[config.mk]
export PLATFORM = sky130hd
export DESIGN_NAME = uart
export DESIGN_NICKNAME = d
export VERILOG_FILES = /design/src/verilog/uart_pkg.sv /design/src/verilog/uart_tx_frame.sv /design/src/verilog/uart_rx_frame.sv /design/src/verilog/uart_cmd_seq.sv /design/src/verilog/uart.sv
export SDC_FILE = /design/constraint.sdc
export NUM_CORES = 1
export LEC_CHECK = 0
export BUFFER_PORTS_ARGS = -buffer_cell sky130_fd_sc_hd__buf_2
export CAP_MARGIN = 10
export CORE_ASPECT_RATIO = 1.1
export CORE_MARGIN = 2
export CORE_UTILIZATION = 36
export DETAILED_ROUTE_END_ITERATION = 8
export PLACE_DENSITY = 0.61
export SLEW_MARGIN = 10
export SYNTH_ARGS = -nofsm -noshare
export SYNTH_HDL_FRONTEND = slang
export SYNTH_SLANG_ARGS = --single-unit
[constraint.sdc]
create_clock -name clk -period 3.8 [get_ports clk]
set_input_delay 1.14 -clock clk [delete_from_list [all_inputs] [get_ports clk]]
set_output_delay 1.14 -clock clk [all_outputs]
set_load 0.05 [all_outputs]
[src/verilog/uart_pkg.sv]
`default_nettype none

package uart_pkg;

  // ====================
  // command word layout
  // ====================
  localparam int cmd_width  = 16;
  localparam int data_width = 8;
  localparam int addr_width = 7;
  // write flag, address sits just below it
  localparam int write_bit  = 15;

  // ====================
  // frame constants
  // ====================
  localparam logic start_level = 1'b0;
  localparam logic stop_level  = 1'b1;

  // idle bit times after the data byte of a write
  localparam int guard_bits = 2;

  // bit times a read waits for the reply start bit
  localparam int reply_timeout_bits = 64;

  // ====================
  // timing
  // ====================
  // 50 MHz clock at 115200 baud
  localparam int clks_per_bit_default = 434;

endpackage

`default_nettype wire

[src/verilog/uart_tx_frame.sv]
`timescale 1ns/1ps
`default_nettype none

module uart_tx_frame #(
  parameter int clks_per_bit = uart_pkg::clks_per_bit_default
) (
  input  logic                           clk,
  input  logic                           rst_n,
  input  logic [uart_pkg::data_width-1:0] byte_data,
  input  logic                           byte_vld,
  output logic                           byte_rdy,
  output logic                           done,
  output logic                           tx
);

  import uart_pkg::*;

  typedef enum logic [2:0] {s_idle, s_start, s_data, s_par, s_stop} state_t;

  state_t                          state;
  logic [$clog2(clks_per_bit)-1:0] cnt;
  logic [2:0]                      idx;
  logic [data_width-1:0]           shreg;
  logic                            par;
  logic                            bit_end;

  assign bit_end  = (int'(cnt) == clks_per_bit - 1);
  assign byte_rdy = (state == s_idle);

  // ====================
  // frame sequencing
  // ====================
  always_ff @(posedge clk or negedge rst_n) begin
    if (!rst_n) begin
      state <= s_idle;
      cnt   <= '0;
      idx   <= '0;
      done  <= 1'b0;
      tx    <= stop_level;
    end else begin
      done <= 1'b0;
      if (state != s_idle) begin
        cnt <= bit_end ? '0 : cnt + 1'b1;
      end
      unique case (state)
        s_idle: begin
          if (byte_vld) begin
            state <= s_start;
            cnt   <= '0;
            tx    <= start_level;
          end
        end
        s_start: begin
          if (bit_end) begin
            state <= s_data;
            idx   <= '0;
            tx    <= shreg[0];
          end
        end
        s_data: begin
          if (bit_end) begin
            if (int'(idx) == data_width - 1) begin
              state <= s_par;
              tx    <= par;
            end else begin
              idx <= idx + 1'b1;
              tx  <= shreg[0];
            end
          end
        end
        s_par: begin
          if (bit_end) begin
            state <= s_stop;
            tx    <= stop_level;
          end
        end
        s_stop: begin
          // line is free once the stop bit has run its full time
          if (bit_end) begin
            state <= s_idle;
            done  <= 1'b1;
          end
        end
        default: state <= s_idle;
      endcase
    end
  end

  // byte latch, shifted out lsb first
  always_ff @(posedge clk) begin
    if (byte_rdy && byte_vld) begin
      shreg <= byte_data;
      par   <= ^byte_data;
    end else if (bit_end && (state == s_start || state == s_data)) begin
      shreg <= shreg >> 1;
    end
  end

endmodule

`default_nettype wire

[src/verilog/uart_rx_frame.sv]
`timescale 1ns/1ps
`default_nettype none

module uart_rx_frame #(
  parameter int clks_per_bit = uart_pkg::clks_per_bit_default
) (
  input  logic                            clk,
  input  logic                            rst_n,
  input  logic                            rx,
  output logic                            start_seen,
  output logic                            rx_vld,
  output logic [uart_pkg::data_width-1:0] rx_data,
  output logic                            rx_perr
);

  import uart_pkg::*;

  typedef enum logic [2:0] {s_idle, s_start, s_data, s_par, s_stop} state_t;

  state_t                          state;
  logic [$clog2(clks_per_bit)-1:0] cnt;
  logic [2:0]                      idx;
  logic                            rx_meta;
  logic                            rx_sync;
  logic                            rx_prev;
  logic [data_width-1:0]           shreg;
  logic                            par_bad;
  logic                            half_end;
  logic                            bit_end;

  assign half_end = (int'(cnt) == clks_per_bit / 2 - 1);
  assign bit_end  = (int'(cnt) == clks_per_bit - 1);

  // ====================
  // input synchronizer
  // ====================
  always_ff @(posedge clk or negedge rst_n) begin
    if (!rst_n) begin
      rx_meta <= stop_level;
      rx_sync <= stop_level;
      rx_prev <= stop_level;
    end else begin
      rx_meta <= rx;
      rx_sync <= rx_meta;
      rx_prev <= rx_sync;
    end
  end

  // ====================
  // frame sampling
  // ====================
  always_ff @(posedge clk or negedge rst_n) begin
    if (!rst_n) begin
      state      <= s_idle;
      cnt        <= '0;
      idx        <= '0;
      start_seen <= 1'b0;
      rx_vld     <= 1'b0;
    end else begin
      start_seen <= 1'b0;
      rx_vld     <= 1'b0;
      cnt        <= bit_end ? '0 : cnt + 1'b1;
      unique case (state)
        s_idle: begin
          cnt <= '0;
          if (rx_prev && !rx_sync) begin
            state <= s_start;
          end
        end
        s_start: begin
          // recheck at mid start bit, high again means a glitch
          if (half_end) begin
            cnt <= '0;
            idx <= '0;
            if (rx_sync == start_level) begin
              state      <= s_data;
              start_seen <= 1'b1;
            end else begin
              state <= s_idle;
            end
          end
        end
        s_data: begin
          if (bit_end) begin
            idx <= idx + 1'b1;
            if (int'(idx) == data_width - 1) begin
              state <= s_par;
            end
          end
        end
        s_par: begin
          if (bit_end) begin
            state <= s_stop;
          end
        end
        s_stop: begin
          if (bit_end) begin
            state  <= s_idle;
            rx_vld <= 1'b1;
          end
        end
        default: state <= s_idle;
      endcase
    end
  end

  // received byte and error flags
  always_ff @(posedge clk) begin
    if (bit_end) begin
      if (state == s_data) begin
        shreg <= {rx_sync, shreg[data_width-1:1]};
      end
      if (state == s_par) begin
        par_bad <= ^{shreg, rx_sync};
      end
      if (state == s_stop) begin
        rx_data <= shreg;
        rx_perr <= par_bad || (rx_sync != stop_level);
      end
    end
  end

endmodule

`default_nettype wire

[src/verilog/uart_cmd_seq.sv]
`timescale 1ns/1ps
`default_nettype none

module uart_cmd_seq #(
  parameter int clks_per_bit = uart_pkg::clks_per_bit_default
) (
  input  logic                            clk,
  input  logic                            rst_n,
  input  logic [uart_pkg::cmd_width-1:0]  cmd_in,
  input  logic                            cmd_vld,
  output logic                            cmd_rdy,
  output logic [uart_pkg::data_width-1:0] byte_data,
  output logic                            byte_vld,
  input  logic                            byte_rdy,
  input  logic                            done,
  input  logic                            start_seen,
  input  logic                            rx_vld,
  input  logic [uart_pkg::data_width-1:0] rx_data,
  input  logic                            rx_perr,
  output logic                            read_rdy,
  output logic [uart_pkg::data_width-1:0] read_data,
  output logic                            read_err
);

  import uart_pkg::*;

  typedef enum logic [2:0] {
    st_idle, st_judge, st_send_hi, st_send_lo, st_guard, st_wait_reply, st_report
  } state_t;

  state_t                                state;
  logic [cmd_width-1:0]                  cmd_buf;
  logic                                  is_write;
  logic                                  sent;
  logic                                  got_start;
  logic [$clog2(clks_per_bit)-1:0]       cnt;
  logic [$clog2(reply_timeout_bits)-1:0] bit_cnt;
  logic                                  bit_tick;
  logic                                  timed_out;

  assign cmd_rdy   = (state == st_idle);
  assign read_rdy  = (state == st_report);
  assign byte_vld  = (state == st_send_hi || state == st_send_lo) && !sent;
  assign bit_tick  = (int'(cnt) == clks_per_bit - 1);
  assign timed_out = bit_tick && (int'(bit_cnt) == reply_timeout_bits - 1);

  // high byte is write flag plus address
  always_comb begin
    if (state == st_send_hi) begin
      byte_data = {cmd_buf[write_bit], cmd_buf[write_bit-1 -: addr_width]};
    end else begin
      byte_data = cmd_buf[data_width-1:0];
    end
  end

  // ====================
  // transaction control
  // ====================
  always_ff @(posedge clk or negedge rst_n) begin
    if (!rst_n) begin
      state     <= st_idle;
      is_write  <= 1'b0;
      sent      <= 1'b0;
      got_start <= 1'b0;
      cnt       <= '0;
      bit_cnt   <= '0;
    end else begin
      if (byte_vld && byte_rdy) begin
        sent <= 1'b1;
      end
      // bit-time timer, cleared at every frame end
      if (done) begin
        sent    <= 1'b0;
        cnt     <= '0;
        bit_cnt <= '0;
      end else if (bit_tick) begin
        cnt     <= '0;
        bit_cnt <= bit_cnt + 1'b1;
      end else begin
        cnt <= cnt + 1'b1;
      end
      unique case (state)
        st_idle: begin
          if (cmd_vld) begin
            state <= st_judge;
          end
        end
        st_judge: begin
          is_write  <= cmd_buf[write_bit];
          got_start <= 1'b0;
          state     <= st_send_hi;
        end
        st_send_hi: begin
          if (done) begin
            state <= is_write ? st_send_lo : st_wait_reply;
          end
        end
        st_send_lo: begin
          if (done) begin
            state <= st_guard;
          end
        end
        st_guard: begin
          if (bit_tick && int'(bit_cnt) == guard_bits - 1) begin
            state <= st_idle;
          end
        end
        st_wait_reply: begin
          if (start_seen) begin
            got_start <= 1'b1;
          end
          if ((got_start && rx_vld) || (!got_start && !start_seen && timed_out)) begin
            state <= st_report;
          end
        end
        st_report: state <= st_idle;
        default:   state <= st_idle;
      endcase
    end
  end

  // command buffer and read result
  always_ff @(posedge clk) begin
    if (cmd_vld && cmd_rdy) begin
      cmd_buf <= cmd_in;
    end
    if (state == st_wait_reply) begin
      if (got_start && rx_vld) begin
        read_data <= rx_data;
        read_err  <= rx_perr;
      end else if (!got_start && !start_seen && timed_out) begin
        read_data <= '0;
        read_err  <= 1'b1;
      end
    end
  end

endmodule

`default_nettype wire

[src/verilog/uart.sv]
`timescale 1ns/1ps
`default_nettype none

module uart #(
  parameter int clks_per_bit = uart_pkg::clks_per_bit_default
) (
  input  logic                            clk,
  input  logic                            rst_n,
  input  logic [uart_pkg::cmd_width-1:0]  cmd_in,
  input  logic                            cmd_vld,
  output logic                            cmd_rdy,
  input  logic                            rx,
  output logic                            tx,
  output logic                            read_rdy,
  output logic [uart_pkg::data_width-1:0] read_data,
  output logic                            read_err
);

  import uart_pkg::*;

  // ====================
  // sequencer to frame engines
  // ====================
  logic [data_width-1:0] byte_data;
  logic                  byte_vld;
  logic                  byte_rdy;
  logic                  done;
  logic                  start_seen;
  logic                  rx_vld;
  logic [data_width-1:0] rx_data;
  logic                  rx_perr;

  uart_cmd_seq #(
    .clks_per_bit(clks_per_bit)
  ) seq_i (
    .clk       (clk),
    .rst_n     (rst_n),
    .cmd_in    (cmd_in),
    .cmd_vld   (cmd_vld),
    .cmd_rdy   (cmd_rdy),
    .byte_data (byte_data),
    .byte_vld  (byte_vld),
    .byte_rdy  (byte_rdy),
    .done      (done),
    .start_seen(start_seen),
    .rx_vld    (rx_vld),
    .rx_data   (rx_data),
    .rx_perr   (rx_perr),
    .read_rdy  (read_rdy),
    .read_data (read_data),
    .read_err  (read_err)
  );

  uart_tx_frame #(
    .clks_per_bit(clks_per_bit)
  ) tx_i (
    .clk      (clk),
    .rst_n    (rst_n),
    .byte_data(byte_data),
    .byte_vld (byte_vld),
    .byte_rdy (byte_rdy),
    .done     (done),
    .tx       (tx)
  );

  uart_rx_frame #(
    .clks_per_bit(clks_per_bit)
  ) rx_i (
    .clk       (clk),
    .rst_n     (rst_n),
    .rx        (rx),
    .start_seen(start_seen),
    .rx_vld    (rx_vld),
    .rx_data   (rx_data),
    .rx_perr   (rx_perr)
  );

endmodule

`default_nettype wire

; Word level (Yosys, flattened, before mapping)
; Cells that the tools add are included.
[word_totals]
reg_bits = 110
output_inout_bits = 12
[op_classes]
n_eq_ne = 41
n_reduce_logical = 43
bitwise = 1
add_sub_neg = 6
muxes = 63
[ops]
columns = cell, n
row1 = two-way mux 9 bit, 8
row2 = two-way mux 3 bit, 22
row3 = two-way mux 8 bit, 5
row4 = inequality test 2 x 1 -> 1 bit (second input constant), 17
row5 = case mux 3 bit (5 select lines), 2
row6 = adder 9 x 1 -> 9 bit (second input constant), 3
row7 = equality test 9 x 8 -> 1 bit (second input constant), 3
row8 = equality test 3 x 2 -> 1 bit (second input constant), 6
row9 = case mux 3 bit (6 select lines), 1
row10 = case mux 9 bit (2 select lines), 1
row11 = two-way mux 1 bit, 17
row12 = equality test 3 x 1 -> 1 bit (second input constant), 5
row13 = equality test 3 bit (second input constant), 5
row14 = nonzero test 2 bit, 7
row15 = two-way mux 6 bit, 2
row16 = case mux 3 bit (2 select lines), 2
row17 = AND reduction 6 bit, 2
row18 = logical AND 1 bit, 10
row19 = AND reduction 2 bit, 5
row20 = AND reduction 5 bit, 2
row21 = equality test 9 bit (second input constant), 1
row22 = zero test 3 bit, 3
row23 = XOR reduction 9 bit, 1
row24 = XOR reduction 8 bit, 1
row25 = 15 further kinds, 23

; Longest topological paths before layout
; Gate-level depths: netlist (run 1).
[logic_depth]
ltp_word = 6
depth_mapped = 7
ltp_nobuf = 6

; Hierarchy
; From an unflattened synthesis (run 1), not the netlist that was laid out.
[hier_totals]
cells_unflattened = 408
area_unflattened_um2 = 5081.1
[modules_own_cells]
columns = mod, area_each_um2, cells_per_inst, instances
row1 = uart_cmd_seq, 2009.4, 161, 1
row2 = uart_rx_frame, 1602.8, 116, 1
row3 = uart_tx_frame, 1468.9, 131, 1

; Worst setup path after synthesis (run 1)
; Ideal clock, no wire load.
[synth_path]
path_kind = reg-to-output
from = register seq_i.state[0]
to = output cmd_rdy
stages_incl_launch_ff = 3
t_required_ns = 2.660
setup_slack_ns = 1.001
arrival_time_ns = 1.659
path_buffers = 1
cell_sequence = dfrtp_1 clkbuf_1 nor3_1
[synth_between]
elab_chain_len = 1
[synth_lines]
columns = item, line_no
row1 = "start, declared", uart_cmd_seq.sv:31  ; state_t state;
row2 = "start signal, assigned", uart_cmd_seq.sv:61  ; state <= st_idle;
row3 = "start signal, assigned", uart_cmd_seq.sv:85  ; state <= st_judge;
row4 = "start signal, assigned", uart_cmd_seq.sv:91  ; state <= st_send_hi;
row5 = zero test 3 bit, uart_cmd_seq.sv:41  ; assign cmd_rdy = (state == st_idle);
row6 = "end, declared", uart.sv:11  ; output logic cmd_rdy,
; No other way between the ends.

; Final worst setup path (run 1)
; Ends and elaborated chain as after synthesis.

==> qor.csv, run 1 <==
metric,value,unit
Worst-Skew Late Latency,0.34,ns
ant diodes,0,
"EDFF count, synth",52,
FMAX,381,MHz
crit path DAT,1.49,ns
flop-to-flop setup slack,1.53,ns
setup_tns,0,ns
Synth Area per Inst,12.1,sq um
cells after synthesis,418,
post-synthesis async set-or-reset flop share,52.7,%
"Distinct cells, synth",58,
Via density,4.85,
row cnt,45,
Die ar.,15000,sq um
post-synthesis sequential area ratio,59.9,%
"Hold-fix buffers, CTS",0,
r2r worst-path depth,3,
dpl hpwl,6.01,mm
DRT Pass-1 Iters,4,
setup slack after layout,1.17,ns
hold path startpoint,rx_i.rx_meta,
Die Span X,117,microns
PD cells,498,nW/um^2
status,finished clean,
Clock Skews,0.00797,ns
Worst EP required,2.66,ns
TritonCTS clock tree,done,
Hold Crit Depth,0,
pre-CTS setup slack,1.52,ns
RSZ-0062 raised after global routing,false,
"most common cell after layout, fill and taps aside",dfrtp_1,
Worst Hold Class,reg2reg,
final net count,483,
worst vdd ir,0.000248,V
Slew Limit Fails,0,
"Top FF cell, synth",dfrtp_1,
Compound-Gate Fraction of Synth Area,8.30,%
MaxCap Viol Count,0,
setup bufs post-CTS,0,
initial drt markers,161,
first-pass GRT wire length,14.6,mm
post-synthesis adder-cell area fraction,3.23,%
Post-DRT Antenna Nets,0,
IO Port Bufs,31,
Remaining DRCs,0,
Die Ht,128,microns
H-Tree Level Count,3,
Hold Path Sink,rx_i.rx_sync,
Min Hold Slack,0.357,ns
gr usage total,12.3,%
Initial Util,36.7,%
most frequent cells in the layout,"dfrtp_1, edfxtp_1, nor2_1",
fin crit period,2.63,ns
CP max stage cell,dfrtp_1,
worst r2r src,seq_i.cnt[3],
global placement routability congestion,0.816,
DR WL/cell,12.9,microns
leak pwr,2.29,nW
YS warnings,0,
CP peak stage delay,0.48,ns
CTS root buf,clkbuf_16,
Reg-to-Reg End,seq_i.read_data[0],
DR vias,3119,
Clock transition at path regs,0.07,ns
#FFs+latches synth,110,
Synth Area in Simple Gates,16.3,%
Setup crit end kind,primary output,
CP Cell Sequence,nor3_1 -> buf_2,
final setup fails,0,
Longest Clk Path Bufs,2,
crit path max fanout,9,
normalized max-slew margin,39.2,%
synth-to-layout area growth,13.2,%
Core Box Area,13700,sq um
layout cells sized above 1,16.3,%
Overflow after GRT,0,
initial antenna violation count,0,
number of global-route vias before repair,3111,
Post-Syn Nets,451,
# resized after CTS,0,
Worst-Margin Slew,0.911,ns
largest family of logic cells by synthesized area,simple AND/OR/NAND/NOR gates,
Final Hold Vio Count,0,
WL final,8.32,mm
TritonCTS Buffers,9,
clk sinks,110,
mapped cell area,5040,sq um
Ports,32,
Tcrit/Tclk final,69.1,%
Post-Synth XOR/XNOR Area,7.82,%
largest net degree at the start of global routing,42,
post-synthesis mux area share,2.31,%
WS Path Type,reg2out,
startpoint types,flip-flop,
## worst max-delay path by stage
stage / cells after the start / startpoint / slack (ns) / to
finish: 2 / seq_i.state[0] / 1.17 / cmd_rdy
global route: 2 / seq_i.state[0] / 1.08 / cmd_rdy
global placement: 2 / seq_i.state[0] / 1.53 / cmd_rdy
detailed placement: 2 / seq_i.state[0] / 1.52 / cmd_rdy
CTS: 2 / seq_i.state[0] / 1.14 / cmd_rdy
floorplan: 2 / seq_i.state[0] / 1.00 / cmd_rdy
## cell type report
cell class                      instances  area, sq um
Fill cell                            1305         8030
Sequential cell                       110         3020
Multi-Input combinational cell        280         1910
Inverter                               14         52.6
Clock buffer                            9          225
Clock inverter                          7         77.6
Tap cell                              188          235
Timing Repair Buffer                   35          185
## critical path, delay by kind of cell (launching register included)
family,cells,cell delay [ns]
buf+inv,1,0.33
flops,1,0.48
simple gates,1,0.33
## layer usage
layer	up-vias	part of all wire, %	GRT usage, %
met5	-	0	0
li1	1550	-	-
met4	0	1.7	4.36
met1	1521	46	16.1
met2	38	50	20.3
met3	10	2.5	2.55
## stage by stage
step	power [W]	std cells	instance area, sq um	util [%]
after floorplan	0.00180	418	5040	-
after global placement	0.00191	627	5400	39.3
after detailed placement	0.00192	627	5400	39.3
after CTS	0.00288	643	5700	41.5
after global routing	0.00299	643	5700	41.5
final	0.00284	643	5700	41.5
## sequential cells by signal, indices dropped and copies added (netlist names), 6 cells and up
register	flops
seq_i.read_data	8
rx_i.cnt	9
seq_i.bit_cnt	6
seq_i.cmd_buf	16
rx_i.shreg	8
rx_i.rx_data	8
tx_i.shreg	8
seq_i.cnt	9
tx_i.cnt	9
## power by group
part           internal [W]  total [W]  switching (W)
Clock              0.000520   0.000950       0.000431
Sequential          0.00136    0.00148       0.000122
Combinational      0.000179   0.000407       0.000228
Total               0.00206    0.00284       0.000780
## cell usage after synthesis (all sizes together), types with 2 or more instances
cell    number  area share (%)
or2          2            0.25
o41ai        2            0.50
nand2b       4            0.50
dfstp        4             2.1
xor2        12             2.1
xnor2       33             5.7
o21ai       23             2.3
or3          4            0.52
o21a         3            0.45
nand2       33             2.6
a21o         3            0.45
o22ai        3            0.37
nor3        11             1.2
or4b         3            0.75
a21oi       12             1.2
buf          3            0.27
mux2         2            0.52
nor4b        2            0.94
ha          13             3.2
clkbuf      11            0.84
nand3       15             1.5
dfrtp       54              27
and2         3            0.37
nor2b        6            0.75
o31ai        2            0.30
mux2i        9             1.8
nor4         4            0.50
and3        12             1.5
a21boi       2            0.30
inv         14             1.0
nor2        37             3.0
edfxtp      52              31
nand4        6            0.75
a211oi       4            0.60
and4         2            0.35
a22o         2            0.35
## logic make-up after synthesis
group,after synthesis
flip-flops,110
XOR/XNOR,45
AO/OA/AOI/OAI,63
adder cells (fa/ha/maj),13
multiplexers,11
buffers and inverters,28
AND/OR/NAND/NOR,148
No activity file was read; power rests on OpenSTA's default activity.
==> run 2: changes to the inputs <==
--- a/config.mk
+++ b/config.mk
@@ -11,7 +11,7 @@
 export CORE_MARGIN = 2
 export CORE_UTILIZATION = 36
 export DETAILED_ROUTE_END_ITERATION = 8
-export PLACE_DENSITY = 0.61
+export PLACE_DENSITY = 0.63
 export SLEW_MARGIN = 10
 export SYNTH_ARGS = -nofsm -noshare
 export SYNTH_HDL_FRONTEND = slang
==> constraint.sdc (replaced) <==
create_clock -name clk -period 2.3 [get_ports clk]
set_input_delay 0.69 -clock clk [delete_from_list [all_inputs] [get_ports clk]]
set_output_delay 0.69 -clock clk [all_outputs]
set_load 0.05 [all_outputs]
==> run 2 against run 1 <==
Net effect:
- sequential power is 66% higher
- routed wire length is 3.2% higher
- core utilization is 0.56 points higher
- via count is 0.80% higher
- combinational power is 73% higher
- clock-buffer cell count stayed put
- critical endpoint unchanged
- largest power group unchanged
==> qor.csv, run 2 (synthesis results as in run 1) <==
metric,value,unit,change
setup slack after layout,0.184,ns,-0.990 ns
final setup fails,0,,unchanged
"Hold-fix buffers, CTS",0,,unchanged
Die Ht,128,microns,unchanged
status,finished clean,,
Clock Skews,0.00911,ns,+0.00114 ns
layout cells sized above 1,18.2,%,+2.0 points
PD cells,803,nW/um^2,+61%
Setup crit end kind,primary output,,
crit path DAT,1.43,ns,-0.06 ns
H-Tree Level Count,3,,unchanged
Storage cell area,3020,sq um,unchanged
most frequent cells in the layout,"dfrtp_1, edfxtp_1, nor2_1",,
Worst EP required,1.61,ns,-1.05 ns
normalized max-slew margin,59.4,%,+20 points
worst vdd ir,0.000388,V,+56%
Clock transition at path regs,0.07,ns,about the same
Longest Clk Path Bufs,2,,unchanged
fin area,5780,sq um,+1.3%
Multi-input gate area,1920,sq um,+0.26%
FMAX,473,MHz,
synth-to-layout area growth,14.8,%,
Slew Limit Fails,0,,unchanged
MaxCap Viol Count,0,,unchanged
Filler Cells Inserted,1328,,+1.8%
number of global-route vias before repair,3168,,+1.8%
pre-CTS setup slack,0.214,ns,-1.31 ns
# resized after CTS,0,,unchanged
ant diodes,0,,unchanged
largest net degree at the start of global routing,59,,+40%
Die Span X,117,microns,unchanged
Overflow after GRT,0,,unchanged
Core Box Area,13700,sq um,unchanged
startpoint types,flip-flop,,
initial drt markers,125,,-22%
first-pass GRT wire length,14.8,mm,+1.3%
gr usage total,12.5,%,+0.17 points
IO Port Bufs,31,,unchanged
Initial Util,36.7,%,unchanged
DRT Pass-1 Iters,4,,unchanged
r2r worst-path depth,3,,unchanged
"most common cell after layout, fill and taps aside",dfrtp_1,,
crit path max fanout,9,,unchanged
final net count,494,,+2.3%
dpl hpwl,5.98,mm,-0.50%
leak pwr,2.34,nW,+2.2%
setup_tns,0,ns,unchanged
Reg-to-Reg End,seq_i.read_data[1],,
initial antenna violation count,0,,unchanged
global placement routability congestion,0.820,,+0.44%
Worst-Margin Slew,0.609,ns,-0.303 ns
"Core Util, Final",42.1,%,+0.56 points
DR vias,3144,,+0.80%
setup bufs post-CTS,0,,unchanged
Ports,32,,unchanged
max reg flops,16,,unchanged
WL final,8.59,mm,+3.2%
fin crit period,2.12,ns,
Post-DRT Antenna Nets,0,,unchanged
clk sinks,110,,unchanged
RSZ-0062 raised after global routing,false,,
worst r2r src,seq_i.cnt[3],,
Post-Place Cell Area,5500,sq um,+1.9%
TritonCTS clock tree,done,,
Via density,4.81,,-0.89%
Die ar.,15000,sq um,unchanged
WS Path Type,reg2out,,
Worst Hold Class,in2async,,
DR WL/cell,13.1,microns,+1.5%
row cnt,45,,unchanged
Largest Register,seq_i.cmd_buf,,
Worst-Skew Late Latency,0.35,ns,about the same
Remaining DRCs,0,,unchanged
Final Hold Vio Count,0,,unchanged
Tcrit/Tclk final,92.0,%,
CTS root buf,clkbuf_16,,
flop-to-flop setup slack,0.21,ns,-1.32 ns
TritonCTS Buffers,9,,unchanged
==> run 2: changes by cell type in the layout (fill, tap and decap cells not counted), sizes merged <==
cell,delta
buf,+11
bufinv,-1
clkinv,+1
==> run 2: metal layers <==
| metal | up-vias | track usage, % | routed length, microns |
|---|---|---|---|
| met4 | 0 | 4.01 | 98 |
| met1 | 1522 | 16.4 | 4050 |
| met5 | - | 0 | 0 |
| met2 | 39 | 19.9 | 4190 |
| li1 | 1576 | - | - |
| met3 | 7 | 3.59 | 250 |
==> run 2: how the worst max path moves through the flow <==
stage | start | endpoint | cells after the start
2_1_floorplan | seq_i.state[0] | seq_i.cmd_buf[0] | 3
3_3_place_gp | seq_i.cnt[3] | seq_i.read_data[5] | 3
3_5_place_dp | seq_i.cnt[3] | seq_i.read_data[5] | 3
4_1_cts | seq_i.state[0] | cmd_rdy | 2
5_1_grt | seq_i.state[0] | cmd_rdy | 2
6_report | seq_i.state[0] | cmd_rdy | 2
==> run 2: layout make-up <==
type | instances | share of cell area, %
clock buffer | 9 | 3.90
clock inverter | 7 | 0.931
inverter | 14 | 0.909
multi-input combinational | 280 | 33.1
sequential | 110 | 52.2
tap | 188 | 4.07
timing repair buffer | 46 | 4.85
==> run 2: stage by stage <==
| step | cells | power, W | hold WS [ns] |
|---|---|---|---|
| 6_report | 654 | 0.00464 | 0.339 |
| 5_1_grt | 654 | 0.00488 | 0.366 |
| 4_1_cts | 654 | 0.00471 | 0.347 |
| 3_5_place_dp | 638 | 0.00321 | 0.348 |
| 3_3_place_gp | 638 | 0.00318 | 0.347 |
| 2_1_floorplan | 418 | 0.00298 | 0.345 |
==> run 2: worst max-delay path: stages (launching register included) <==
cell     delay, ns
dfrtp_1       0.49
nor3_2        0.28
buf_2         0.31
==> run 2: where the power goes <==
part,leakage (nW),internal (W),switching (W)
logic,1.01,0.000321,0.000386
registers,1.20,0.00225,0.000212
clock network,0.136,0.000749,0.000729
